`src/hdl/isa_pkg.sv`:
```
`default_nettype none

package isa_pkg;

	localparam logic [1:0] CLASS_ALU    = 2'b00;
	localparam logic [1:0] CLASS_BRANCH = 2'b01;
	localparam logic [1:0] CLASS_LOAD   = 2'b10;
	localparam logic [1:0] CLASS_STORE  = 2'b11;

	localparam logic [3:0] ALU_ADD  = 4'b0000;
	localparam logic [3:0] ALU_ADDC = 4'b0001;
	localparam logic [3:0] ALU_SUB  = 4'b0010;
	localparam logic [3:0] ALU_SUBC = 4'b0011;
	localparam logic [3:0] ALU_LSL  = 4'b0100;
	localparam logic [3:0] ALU_LSR  = 4'b0101;
	localparam logic [3:0] ALU_AND  = 4'b0110;
	localparam logic [3:0] ALU_XOR  = 4'b0111;
	localparam logic [3:0] ALU_BIC  = 4'b1000;
	localparam logic [3:0] ALU_BST  = 4'b1001;
	localparam logic [3:0] ALU_OR   = 4'b1010;
	localparam logic [3:0] ALU_MOV  = 4'b1011;
	localparam logic [3:0] ALU_CMP  = 4'b1100;
	localparam logic [3:0] ALU_ASR  = 4'b1110;
	localparam logic [3:0] ALU_PASS = 4'b1111;

	localparam logic [2:0] COND_ALWAYS = 3'b111;
	localparam logic [2:0] COND_NZ     = 3'b001;
	localparam logic [2:0] COND_Z      = 3'b010;
	localparam logic [2:0] COND_NC     = 3'b011;
	localparam logic [2:0] COND_C      = 3'b100;

	localparam logic [1:0] WIDTH_WORD = 2'b00;
	localparam logic [1:0] WIDTH_HALF = 2'b01;
	localparam logic [1:0] WIDTH_BYTE = 2'b10;

	// Both views share the top 14 bits, only the low part differs.
	typedef union packed {
		struct packed {
			logic [1:0]  cls;
			logic [3:0]  func;
			logic        imm_sel;
			logic        update_flags;
			logic [2:0]  rd;
			logic [2:0]  ra;
			logic [2:0]  rb;
			logic [14:0] rsvd;
		} r;
		struct packed {
			logic [1:0]  cls;
			logic [3:0]  func;
			logic        imm_sel;
			logic        update_flags;
			logic [2:0]  rd;
			logic [2:0]  ra;
			logic [1:0]  rsvd;
			logic [15:0] imm;
		} i;
	} instr_word_u;

	function automatic logic [31:0] sext_imm(input instr_word_u w);
		return {{16{w.i.imm[15]}}, w.i.imm};
	endfunction

	// Compare and loads write nothing, a call writes its return address.
	function automatic logic writes_reg(input instr_word_u w);
		return (w.r.cls == CLASS_ALU && w.r.func != ALU_CMP) ||
		       (w.r.cls == CLASS_BRANCH && w.r.func[3]);
	endfunction

endpackage

`default_nettype wire

```
`src/hdl/pipe_pkg.sv`:
```
`default_nettype none

package pipe_pkg;

	localparam int DATA_W    = 32;
	localparam int REG_COUNT = 8;
	localparam int REG_IDX_W = 3;

	localparam int BUF_DEPTH = 2;
	localparam int BUF_PTR_W = 1; // Index into the issue buffer.
	localparam int BUF_CNT_W = 2; // Holds 0 up to BUF_DEPTH.

endpackage

`default_nettype wire

```
`src/hdl/register_file.sv`:
```
`default_nettype none

module register_file
	import pipe_pkg::*;
(
	input  wire                 clk,
	input  wire                 rst_n,
	input  wire [REG_IDX_W-1:0] rd_addr_a,
	input  wire [REG_IDX_W-1:0] rd_addr_b,
	output logic [DATA_W-1:0]   rd_data_a,
	output logic [DATA_W-1:0]   rd_data_b,
	input  wire                 wr_en,
	input  wire [REG_IDX_W-1:0] wr_addr,
	input  wire [DATA_W-1:0]    wr_data
);

	logic [DATA_W-1:0] regs [REG_COUNT];

	always_ff @(posedge clk) begin
		if (!rst_n) begin
			for (int i = 0; i < REG_COUNT; i++)
				regs[i] <= '0;
		end else if (wr_en) begin
			regs[wr_addr] <= wr_data;
		end
	end

	// A register with a write in flight is never read, so no bypass is needed.
	assign rd_data_a = regs[rd_addr_a];
	assign rd_data_b = regs[rd_addr_b];

endmodule

`default_nettype wire

```
`src/hdl/operand_stage.sv`:
```
`default_nettype none

module operand_stage
	import isa_pkg::*;
	import pipe_pkg::*;
(
	input  wire                  clk,
	input  wire                  rst_n,

	input  wire                  in_valid,
	output logic                 in_ready,
	input  wire [DATA_W-1:0]     in_instr,
	input  wire [DATA_W-1:0]     in_pc,

	output logic [REG_IDX_W-1:0] rd_addr_a,
	output logic [REG_IDX_W-1:0] rd_addr_b,
	input  wire [DATA_W-1:0]     rd_data_a,
	input  wire [DATA_W-1:0]     rd_data_b,

	output logic                 push_valid,
	input  wire                  push_ready,
	output logic [DATA_W-1:0]    push_instr,
	output logic [DATA_W-1:0]    push_pc,
	output logic [DATA_W-1:0]    push_ra_val,
	output logic [DATA_W-1:0]    push_rb_val,

	input  wire                  retire_en,
	input  wire [REG_IDX_W-1:0]  retire_rd
);

	instr_word_u          iw;
	logic [REG_COUNT-1:0] pending;
	logic                 uses_ra;
	logic                 uses_rb;
	logic                 writes_rd;
	logic                 hazard;

	assign iw = in_instr;

	// Branch targets come from the pc alone.
	assign uses_ra = iw.r.cls != CLASS_BRANCH;
	assign uses_rb = (iw.r.cls == CLASS_STORE) ||
	                 (iw.r.cls == CLASS_ALU && !iw.r.imm_sel);
	assign writes_rd = writes_reg(iw);

	// The rd check keeps two writes to one register from being in flight together.
	assign hazard = (uses_ra && pending[iw.r.ra]) ||
	                (uses_rb && pending[iw.r.rb]) ||
	                (writes_rd && pending[iw.r.rd]);

	assign rd_addr_a = iw.r.ra;
	assign rd_addr_b = iw.r.rb;

	assign push_valid  = in_valid && !hazard;
	assign in_ready    = push_ready && !hazard;
	assign push_instr  = in_instr;
	assign push_pc     = in_pc;
	assign push_ra_val = rd_data_a;
	assign push_rb_val = rd_data_b;

	// A set and a clear never hit the same bit in one cycle.
	always_ff @(posedge clk) begin
		if (!rst_n) begin
			pending <= '0;
		end else begin
			if (retire_en)
				pending[retire_rd] <= 1'b0;
			if (push_valid && push_ready && writes_rd)
				pending[iw.r.rd] <= 1'b1;
		end
	end

endmodule

`default_nettype wire

```
`src/hdl/issue_buffer.sv`:
```
`default_nettype none

module issue_buffer
	import pipe_pkg::*;
(
	input  wire               clk,
	input  wire               rst_n,

	input  wire               push_valid,
	output logic              push_ready,
	input  wire [DATA_W-1:0]  push_instr,
	input  wire [DATA_W-1:0]  push_pc,
	input  wire [DATA_W-1:0]  push_ra_val,
	input  wire [DATA_W-1:0]  push_rb_val,

	output logic              op_valid,
	input  wire               op_ready,
	output logic [DATA_W-1:0] op_instr,
	output logic [DATA_W-1:0] op_pc,
	output logic [DATA_W-1:0] op_ra_val,
	output logic [DATA_W-1:0] op_rb_val
);

	logic [DATA_W-1:0]    instr_q [BUF_DEPTH];
	logic [DATA_W-1:0]    pc_q    [BUF_DEPTH];
	logic [DATA_W-1:0]    ra_q    [BUF_DEPTH];
	logic [DATA_W-1:0]    rb_q    [BUF_DEPTH];
	logic [BUF_PTR_W-1:0] wr_ptr;
	logic [BUF_PTR_W-1:0] rd_ptr;
	logic [BUF_CNT_W-1:0] count;
	logic                 push_fire;
	logic                 pop_fire;

	assign op_valid   = count != '0;
	assign push_ready = (count != BUF_CNT_W'(BUF_DEPTH)) || op_ready; // Full but draining.
	assign push_fire  = push_valid && push_ready;
	assign pop_fire   = op_valid && op_ready;

	assign op_instr  = instr_q[rd_ptr];
	assign op_pc     = pc_q[rd_ptr];
	assign op_ra_val = ra_q[rd_ptr];
	assign op_rb_val = rb_q[rd_ptr];

	always_ff @(posedge clk) begin
		if (push_fire) begin
			instr_q[wr_ptr] <= push_instr;
			pc_q[wr_ptr]    <= push_pc;
			ra_q[wr_ptr]    <= push_ra_val;
			rb_q[wr_ptr]    <= push_rb_val;
		end
	end

	always_ff @(posedge clk) begin
		if (!rst_n) begin
			wr_ptr <= '0;
			rd_ptr <= '0;
			count  <= '0;
		end else begin
			if (push_fire)
				wr_ptr <= (wr_ptr == BUF_PTR_W'(BUF_DEPTH - 1)) ? '0 : wr_ptr + 1'b1;
			if (pop_fire)
				rd_ptr <= (rd_ptr == BUF_PTR_W'(BUF_DEPTH - 1)) ? '0 : rd_ptr + 1'b1;
			if (push_fire && !pop_fire)
				count <= count + 1'b1;
			else if (pop_fire && !push_fire)
				count <= count - 1'b1;
		end
	end

endmodule

`default_nettype wire

```
`src/hdl/exec_stage.sv`:
```
`default_nettype none

module exec_stage
	import isa_pkg::*;
	import pipe_pkg::*;
(
	input  wire                  clk,
	input  wire                  rst_n,

	input  wire                  op_valid,
	output logic                 op_ready,
	input  wire [DATA_W-1:0]     op_instr,
	input  wire [DATA_W-1:0]     op_pc,
	input  wire [DATA_W-1:0]     op_ra_val,
	input  wire [DATA_W-1:0]     op_rb_val,

	output logic                 res_valid,
	input  wire                  res_ready,
	output logic [DATA_W-1:0]    res_pc,
	output logic                 res_wr,
	output logic [REG_IDX_W-1:0] res_rd,
	output logic [DATA_W-1:0]    res_val,
	output logic                 res_mem_load,
	output logic                 res_mem_store,
	output logic [1:0]           res_mem_width,
	output logic [DATA_W-1:0]    res_mar,
	output logic [DATA_W-1:0]    res_mdr,
	output logic                 res_branch_taken,
	output logic [DATA_W-1:0]    res_target
);

	instr_word_u       iw;
	logic [DATA_W-1:0] imm32;
	logic [DATA_W-1:0] pc_plus_4;
	logic [DATA_W-1:0] op1;
	logic [DATA_W-1:0] op2;
	logic [DATA_W-1:0] alu_q;
	logic              alu_c;
	logic [3:0]        alu_opc;
	logic              is_alu;
	logic              is_branch;
	logic              is_call;
	logic              cond_met;
	logic              fire;
	logic              z_flag;
	logic              c_flag;

	assign iw        = op_instr;
	assign imm32     = sext_imm(iw);
	assign pc_plus_4 = op_pc + 32'd4;
	assign is_alu    = iw.r.cls == CLASS_ALU;
	assign is_branch = iw.r.cls == CLASS_BRANCH;
	assign is_call   = is_branch && iw.r.func[3];

	// Memory addresses and branch targets reuse the adder.
	assign alu_opc = is_alu ? iw.r.func : ALU_ADD;
	assign op1     = is_branch ? pc_plus_4 : op_ra_val;
	assign op2     = (is_alu && !iw.r.imm_sel) ? op_rb_val : imm32;

	always_comb begin
		alu_c = 1'b0;
		case (alu_opc)
		ALU_ADD:  {alu_c, alu_q} = op1 + op2;
		ALU_ADDC: {alu_c, alu_q} = op1 + op2 + c_flag;
		ALU_SUB:  {alu_c, alu_q} = op1 - op2;
		ALU_SUBC: {alu_c, alu_q} = op1 - op2 + c_flag;
		ALU_LSL:  {alu_c, alu_q} = {1'b0, op1} << op2[4:0];
		ALU_LSR:  alu_q = op1 >> op2[4:0];
		ALU_AND:  alu_q = op1 & op2;
		ALU_XOR:  alu_q = op1 ^ op2;
		ALU_BIC:  alu_q = op1 & ~(32'd1 << op2[4:0]);
		ALU_BST:  alu_q = op1 | (32'd1 << op2[4:0]);
		ALU_OR:   alu_q = op1 | op2;
		ALU_MOV:  alu_q = op2;
		ALU_CMP:  {alu_c, alu_q} = op1 - op2; // Only the flags are kept.
		ALU_ASR:  alu_q = $signed(op1) >>> op2[4:0];
		ALU_PASS: alu_q = op1;
		default:  alu_q = '0;
		endcase
	end

	always_comb begin
		case (iw.r.func[2:0])
		COND_ALWAYS: cond_met = 1'b1;
		COND_NZ:     cond_met = !z_flag;
		COND_Z:      cond_met = z_flag;
		COND_NC:     cond_met = !c_flag;
		COND_C:      cond_met = c_flag;
		default:     cond_met = 1'b0;
		endcase
	end

	assign op_ready = !res_valid || res_ready;
	assign fire     = op_valid && op_ready;

	always_ff @(posedge clk) begin
		if (!rst_n) begin
			res_valid        <= 1'b0;
			res_wr           <= 1'b0;
			res_mem_load     <= 1'b0;
			res_mem_store    <= 1'b0;
			res_branch_taken <= 1'b0;
			z_flag           <= 1'b0;
			c_flag           <= 1'b0;
		end else if (fire) begin
			res_valid        <= 1'b1;
			res_wr           <= writes_reg(iw);
			res_mem_load     <= iw.r.cls == CLASS_LOAD;
			res_mem_store    <= iw.r.cls == CLASS_STORE;
			res_branch_taken <= is_branch && cond_met;
			if (is_alu && iw.r.update_flags) begin
				z_flag <= op1 == op2;
				c_flag <= alu_c;
			end
		end else if (res_ready) begin
			res_valid <= 1'b0;
		end
	end

	always_ff @(posedge clk) begin
		if (fire) begin
			res_pc        <= op_pc;
			res_rd        <= iw.r.rd;
			res_val       <= is_call ? pc_plus_4 : alu_q;
			res_mem_width <= iw.r.func[1:0];
			res_mar       <= alu_q;
			res_mdr       <= op_rb_val;
			res_target    <= alu_q;
		end
	end

endmodule

`default_nettype wire

```
`src/hdl/exec_core.sv`:
```
`default_nettype none

module exec_core
	import pipe_pkg::*;
(
	input  wire                  clk,
	input  wire                  rst_n,

	input  wire                  in_valid,
	output logic                 in_ready,
	input  wire [DATA_W-1:0]     in_instr,
	input  wire [DATA_W-1:0]     in_pc,

	output logic                 res_valid,
	input  wire                  res_ready,
	output logic [DATA_W-1:0]    res_pc,
	output logic                 res_wr,
	output logic [REG_IDX_W-1:0] res_rd,
	output logic [DATA_W-1:0]    res_val,
	output logic                 res_mem_load,
	output logic                 res_mem_store,
	output logic [1:0]           res_mem_width,
	output logic [DATA_W-1:0]    res_mar,
	output logic [DATA_W-1:0]    res_mdr,
	output logic                 res_branch_taken,
	output logic [DATA_W-1:0]    res_target
);

	logic [REG_IDX_W-1:0] rd_addr_a;
	logic [REG_IDX_W-1:0] rd_addr_b;
	logic [DATA_W-1:0]    rd_data_a;
	logic [DATA_W-1:0]    rd_data_b;
	logic                 push_valid;
	logic                 push_ready;
	logic [DATA_W-1:0]    push_instr;
	logic [DATA_W-1:0]    push_pc;
	logic [DATA_W-1:0]    push_ra_val;
	logic [DATA_W-1:0]    push_rb_val;
	logic                 op_valid;
	logic                 op_ready;
	logic [DATA_W-1:0]    op_instr;
	logic [DATA_W-1:0]    op_pc;
	logic [DATA_W-1:0]    op_ra_val;
	logic [DATA_W-1:0]    op_rb_val;
	logic                 wr_en;

	// Writeback and the scoreboard clear both happen when a result is taken.
	assign wr_en = res_valid && res_ready && res_wr;

	register_file u_regs (
		.clk, .rst_n,
		.rd_addr_a, .rd_addr_b, .rd_data_a, .rd_data_b,
		.wr_en, .wr_addr(res_rd), .wr_data(res_val)
	);

	operand_stage u_operand (
		.clk, .rst_n,
		.in_valid, .in_ready, .in_instr, .in_pc,
		.rd_addr_a, .rd_addr_b, .rd_data_a, .rd_data_b,
		.push_valid, .push_ready, .push_instr, .push_pc, .push_ra_val, .push_rb_val,
		.retire_en(wr_en), .retire_rd(res_rd)
	);

	issue_buffer u_buffer (
		.clk, .rst_n,
		.push_valid, .push_ready, .push_instr, .push_pc, .push_ra_val, .push_rb_val,
		.op_valid, .op_ready, .op_instr, .op_pc, .op_ra_val, .op_rb_val
	);

	exec_stage u_exec (
		.clk, .rst_n,
		.op_valid, .op_ready, .op_instr, .op_pc, .op_ra_val, .op_rb_val,
		.res_valid, .res_ready, .res_pc, .res_wr, .res_rd, .res_val,
		.res_mem_load, .res_mem_store, .res_mem_width, .res_mar, .res_mdr,
		.res_branch_taken, .res_target
	);

endmodule

`default_nettype wire

```
`config.mk`:
```
export PLATFORM = sky130hd
export DESIGN_NAME = exec_core
export DESIGN_NICKNAME = d
export VERILOG_FILES = /design/src/hdl/isa_pkg.sv /design/src/hdl/pipe_pkg.sv /design/src/hdl/register_file.sv /design/src/hdl/operand_stage.sv /design/src/hdl/issue_buffer.sv /design/src/hdl/exec_stage.sv /design/src/hdl/exec_core.sv
export SDC_FILE = /design/constraint.sdc
export NUM_CORES = 2
export LEC_CHECK = 0
export BUFFER_PORTS_ARGS = -buffer_cell sky130_fd_sc_hd__buf_4
export CAP_MARGIN = 15
export CORE_MARGIN = 3
export CORE_UTILIZATION = 31
export DETAILED_ROUTE_END_ITERATION = 10
export PLACE_DENSITY = 0.54
export RECOVER_POWER = 25
export SYNTH_ARGS = -nofsm -noshare
export SYNTH_HDL_FRONTEND = slang
export SYNTH_SLANG_ARGS = --single-unit
export TNS_END_PERCENT = 100
```
`constraint.sdc`:
```
create_clock -name clk -period 24.2 [get_ports clk]
set_input_delay 2.42 -clock clk [delete_from_list [all_inputs] [get_ports clk]]
set_output_delay 2.42 -clock clk [all_outputs]
set_load 0.01 [all_outputs]
```
Word-level counts from Yosys, hierarchy flattened
Memories as Yosys holds them, arrays and structs flattened. A register that Yosys moved wholly into a read port is not among the register bits. Index checks and enable logic that the tools add are counted.

Word-level logic and storage cells: 168. Bits in registers: 152. Bits in latches: 0. Memory bits (writable): 512. Output and inout port bits: 171. Bits in read-only memories: 0. Memories: 5.

Memory list: u_regs.regs (depth 8, bits a word 32, rd ports 2, clocked after Yosys merged registers in 0, write ports 8, line register_file.sv:17) `logic [DATA_W-1:0] regs [REG_COUNT];`; u_buffer.instr_q (depth 2, bits a word 32, rd ports 1, clocked after Yosys merged registers in 1, write ports 1, line issue_buffer.sv:24) `logic [DATA_W-1:0] instr_q [BUF_DEPTH];`; u_buffer.pc_q (depth 2, bits a word 32, rd ports 1, clocked after Yosys merged registers in 1, write ports 1, line issue_buffer.sv:25) `logic [DATA_W-1:0] pc_q [BUF_DEPTH];`; u_buffer.ra_q (depth 2, bits a word 32, rd ports 1, clocked after Yosys merged registers in 1, write ports 1, line issue_buffer.sv:26) `logic [DATA_W-1:0] ra_q [BUF_DEPTH];`; u_buffer.rb_q (depth 2, bits a word 32, rd ports 1, clocked after Yosys merged registers in 1, write ports 1, line issue_buffer.sv:27) `logic [DATA_W-1:0] rb_q [BUF_DEPTH];`.

Shift operators: 4. Add/sub/neg operators: 9. Muxes and demuxes: 43. Multipliers: 0. Reductions and logical operators: 46. Divide/modulo/power cells: 0. Magnitude comparators: 6. Bitwise logic cells: 9. Eq/ne operators: 29.

Operators with widths (count): 32-bit case mux with 14 select lines (1); 32-bit two-way mux (4); 33-bit by 1-bit adder with 33-bit output (2); 32-bit bitwise AND (2); 32-bit OR (2); 32-bit by 32-bit adder with 33-bit output (1); 32-bit by 5-bit << shifter with 33-bit output (1); 32-bit by 32-bit subtractor with 33-bit output (1); 32-bit by 3-bit adder with 32-bit output, second input constant (1); 32-bit equality test (1); 32-bit NOT (1); 32-bit OR reduction (1); 1-bit by 5-bit << shifter with 32-bit output, first input constant (1); 32-bit by 5-bit right shift with 32-bit output (1); 32-bit by 5-bit >>> shifter with 32-bit output (1); 32-bit XOR (1); 4-bit equality test, second input constant (7); 1-bit two-way mux (24); 8-bit two-way mux (3); 1-bit logical AND (22); 4-bit by 3-bit equality test with 1-bit output, second input constant (4); 3-bit by 4-bit < comparator with 1-bit output, second input constant (4); 1-bit case mux with 5 select lines (2); 1-bit binary-select mux with 3-bit select (3); 28 further kinds (55).

Logic depth before layout (Yosys ltp)
Depth after elaboration: 13. Mapped depth: 32. Gate-level depth less buffers: 20.

Cells and area by module
Synthesis repeated with hierarchy kept, for this count alone.

Cell total of the unflattened synthesis: 4052. Area total of the unflattened synthesis: 44272.5 um^2.

By module, submodules not included: exec_stage (cells an instance 2590, instances 1, area an instance 19590.0 um^2); register_file (cells an instance 843, instances 1, area an instance 13535.5 um^2); issue_buffer (cells an instance 422, instances 1, area an instance 9449.1 um^2); operand_stage (cells an instance 196, instances 1, area an instance 1691.6 um^2); exec_core (cells an instance 1, instances 1, area an instance 6.3 um^2).

Worst setup path before layout
OpenSTA, ideal clock, no wires.

Path kind: input -> register. Start point: in in_instr[15]. End point: mem u_buffer.instr_q[0][0] (enable). Path buffers: 0. Slack: 14.150 ns. Data arrival time: 9.429 ns. Required time: 23.579 ns. Stages: 7. Cells stage by stage: mux4_2 -> mux2_2 -> o21ai_0 -> a21oi_1 -> a221oi_1 -> and2_1 -> nor2b_1.

Cells in the longest elaborated chain, start to end: 10.

Ends and longest elaborated chain: start: declaration (line exec_core.sv:11) `input wire [DATA_W-1:0] in_instr,`; 1-bit binary-select mux with 3-bit select (line operand_stage.sv:48) `(uses_rb && pending[iw.r.rb]) ||`; 1-bit two-way mux (not written as such) (line operand_stage.sv:48); 1-bit logical AND (line operand_stage.sv:48); 1-bit logical OR (line operand_stage.sv:47) `assign hazard = (uses_ra && pending[iw.r.ra]) ||`; 1-bit logical OR (line operand_stage.sv:48); 1-bit zero test (line operand_stage.sv:54) `assign push_valid = in_valid && !hazard;`; 1-bit logical AND (line operand_stage.sv:54); 1-bit logical AND (line issue_buffer.sv:36) `assign push_fire = push_valid && push_ready;`; named net u_buffer.push_fire (line issue_buffer.sv:31) `logic push_fire;`; 1-bit two-way mux (line issue_buffer.sv:45) `if (push_fire) begin`; 1-bit two-way mux (not written as such) (line issue_buffer.sv:46) `instr_q[wr_ptr] <= push_instr;`; end: declaration (line issue_buffer.sv:24).

The timed path passes the listed nets, and every way through them passes these cells. The select of a mux whose other input is x is not followed.

==> impl_metrics.env <==
export IMPL_async_reset_ff_share_pct=0
export IMPL_cts_clk_slew_worst_paths_ns=0.06
export IMPL_reg2reg_depth=17
export IMPL_clock_sinks=655
export IMPL_ys_types=128
export IMPL_cts_buffers=76
export IMPL_wl_per_cell_microns=33.8
export IMPL_yosysTopAreaCell="edfxtp_1"
export IMPL_postCtsSetupBuffers=0
export IMPL_drv_slew=470
export IMPL_vias=37916
export IMPL_max_cap_viol_count=11
export IMPL_synth_warnings=0
export IMPL_syn_inst=4078
export IMPL_vias_per_cell=6.16
export IMPL_grt_use_met3_pct=4.71
export IMPL_maxSlewHeadroom_pct=-303
export IMPL_rsz0062_at_grt="false"
export IMPL_ant_nets=0
export IMPL_tightest_slew_ns=6.04
export IMPL_min_delay_start="u_operand.pending[1]$_SDFF_PN0_"
export IMPL_cts_resized=0
export IMPL_drt_iter0_markers=4791
export IMPL_nFillCells=14033
export IMPL_critPathSlowestCell="clkbuf_1"
export IMPL_grt_pass1_wl_microns=286000
export IMPL_dieWidth_microns=383
export IMPL_path_class="register to register"
export IMPL_fin_crit_sh_pct=55.9
export IMPL_tritoncts="built"
export IMPL_powerDensity_nw_per_um2=138
export IMPL_syn_to_final_growth_pct=13.4
export IMPL_crit_chain="clkbuf_1 -> mux2i_1 -> nand2_1 -> o211ai_1 -> o21ai_1 -> ha_1 -> nor4_2 -> nand3_1 -> nor2_1 -> o21ai_0 -> a211oi_1 -> nand3_1 -> nor4_2 -> nand3_1 -> xnor2_1 -> a221o_1 -> o41a_1"
export IMPL_synth_edff_count=635
export IMPL_grt_met1_usage_pct=36.9
export IMPL_clock_skew_ns=0.0851
export IMPL_cts_root_buf="clkbuf_16"
export IMPL_violations="max-capacitance violations, max-slew violations"
export IMPL_antenna_found_initial=10
export IMPL_path_max_fanout=100
export IMPL_start_util_pct=31.4
export IMPL_ir_drop_v=0.0000636
export IMPL_holdBufCountCts=0
export IMPL_synth_top_area_share_pct=43.2
export IMPL_seq_area_frac_synth_pct=44.1
export IMPL_tns_ns=0
export IMPL_grt_max_degree=101
export IMPL_die_h_microns=383
export IMPL_grt_pass1_vias=35760
export IMPL_critPathRequiredTime_ns=24.65
export IMPL_r2r_setup_slack_ns=10.68
export IMPL_timing_hold_ws_ns=0.494
export IMPL_regArea_sq_um=19500
export IMPL_layout_drive_gt1_share_pct=18.8
export IMPL_routed_wl_microns=208000
export IMPL_crit_arrival_ns=13.98
export IMPL_hold_path_depth=2
export IMPL_gr_total_overflow=0
export IMPL_syn_area_per_cell_sq_um=10.8
export IMPL_clk_path_buf_depth=3
export IMPL_synth_main_ff_cell="edfxtp_1"
export IMPL_netlist_top_cells_area="edfxtp_1, mux4_2, and2_1"
export IMPL_status="finished, violations left"
export IMPL_clk_latency_ns=0.72
export IMPL_leakage_nw=17.5
export IMPL_clock_fmax_mhz=73.9
export IMPL_r2r_end="u_exec.res_val[23]$_DFFE_PP_"
export IMPL_ys_ff_latch=655
export IMPL_period_minus_slack_ns=13.52
export IMPL_port_buffers=238
export IMPL_routabilityCongestion=1.06
export IMPL_route_detailed_drc=0
export IMPL_grt_usage_pct=27.4
export IMPL_dieArea_sq_um=147000
export IMPL_finalHoldViolCount=0
export IMPL_busiest_layer="met2"
export IMPL_path_buf_inv=1
export IMPL_syn_area_sq_um=44100
export IMPL_cp_top_family="buffers and inverters"
export IMPL_hold_end="u_operand.pending[1]$_SDFF_PN0_"
export IMPL_row_count=137
export IMPL_setup_viol=0
export IMPL_cp_end_kind="register"
export IMPL_dp_hpwl_microns=154000
export IMPL_htreeDepth=3
export IMPL_core_area_sq_um=140000
export IMPL_use_met2_pct=42.2
export IMPL_hp_class="register to register"
export IMPL_power_mw=6.89
export IMPL_start_kind="register"
export IMPL_io_pins=239
export IMPL_first_pass_iters=6
export IMPL_synth_net_count=4219
export IMPL_nets=4358
export IMPL_cpMostUsedCell="nand3_1"
export IMPL_multi_input_area_sq_um=22700
export IMPL_cp_slowest_stage_delay_ns=4.23
==> final cells by class <==
class                           instances  area share (%)
Clock buffer                           95            3.95
Sequential cell                       655            38.9
Tap cell                             1876            4.69
Clock inverter                         44           0.948
Multi-Input combinational cell       2992            45.4
Inverter                              122           0.918
Antenna cell                            6          0.0300
Timing Repair Buffer                  370            5.13
==> metrics by stage <==
stage / std cells / area [sq um] / setup slack (ns) / utilization (%)
6_report: 6160 / 50000 / 10.68 / 35.6
5_1_grt: 6154 / 50000 / 9.64 / 35.6
4_1_cts: 6154 / 50300 / 15.85 / 35.8
3_5_place_dp: 6015 / 47800 / 15.84 / 34.1
3_3_place_gp: 6013 / 47800 / 15.83 / 34.1
2_1_floorplan: 4078 / 44100 / 14.15 / -
==> where the power goes <==
group	total [mW]	switching [mW]	internal, mW	leakage, nW
registers	1.74	0.222	1.52	6.39
clock network	1.14	0.504	0.633	1.18
logic	4.01	2.76	1.26	9.91
total	6.89	3.48	3.41	17.5
==> tightest hold or removal path, delay by kind of cell (launching register included) <==
family	cells	cell delay [ns]
buffers and inverters	1	0.06
AOI/OAI and AO/OA	1	0.05
DFF	1	0.33
==> registers in the layout (all words and copies together) (netlist names), 3 cells and up, named ones only <==
name / flops
u_buffer.rb_q: 64
u_operand.pending: 8
u_exec.res_val: 32
u_exec.res_pc: 32
u_buffer.ra_q: 64
u_regs.regs: 256
u_exec.res_rd: 3
u_buffer.pc_q: 64
u_exec.res_mdr: 32
u_exec.res_target: 32
u_buffer.instr_q: 54
==> synthesized netlist by cell type (all sizes together) (38+ instances only) <==
cell type / count
a211oi: 87
a21oi: 226
a22oi: 50
a31oi: 41
and2: 279
and3: 38
buf: 172
clkbuf: 137
edfxtp: 635
ha: 71
inv: 117
mux2: 151
mux2i: 119
mux4: 132
nand2: 259
nand3: 113
nand4: 64
nor2: 266
nor3: 110
o211ai: 65
o21ai: 180
o31ai: 38
xnor2: 84
==> placed cells by master, fill, tap and decap left out, types with 47 or more instances in the layout <==
cell type,instances
nor3_1,101
o211ai_1,65
mux2i_1,115
clkbuf_16,76
inv_1,109
clkbuf_1,75
o21ai_0,165
xnor2_1,84
a22oi_1,47
mux2_2,111
nand3_1,108
a21oi_1,223
ha_1,71
buf_4,301
mux4_2,132
a211oi_1,81
edfxtp_1,635
and2_1,245
nor2_1,254
nand2_1,253
nand4_1,62
==> how the worst max path moves through the flow <==
stage                                        to  slack [ns]  cells past startpoint
2_1_floorplan  u_buffer.instr_q[0][0]$_DFFE_PP_       14.15                      7
3_3_place_gp       u_exec.res_val[30]$_DFFE_PP_       15.83                     22
3_5_place_dp       u_exec.res_val[30]$_DFFE_PP_       15.84                     22
4_1_cts            u_exec.res_val[30]$_DFFE_PP_       15.85                     22
5_1_grt            u_exec.res_val[23]$_DFFE_PP_        9.64                     17
6_report           u_exec.res_val[23]$_DFFE_PP_       10.68                     17
==> per-layer routing <==
metal  wire [microns]  vias to the layer above  share of wire, %
met3            16700                      426               8.0
met4            12400                        2               6.0
met2            92600                     2079                45
met5                9                        -            0.0043
met1            86200                    19317                41
li1                 -                    16092                 -
==> cell families after synthesis <==
kind of cell | count (synthesis) | share of synthesized area (%)
XOR/XNOR | 115 | 2.28
AO/OA/AOI/OAI | 1068 | 17.2
AND/OR/NAND/NOR | 1334 | 16.2
buffers and inverters | 431 | 4.66
multiplexers | 402 | 13.4
adder cells (fa/ha/maj) | 73 | 2.10
flip-flops | 655 | 44.1
(Power assumes the default switching activity.)
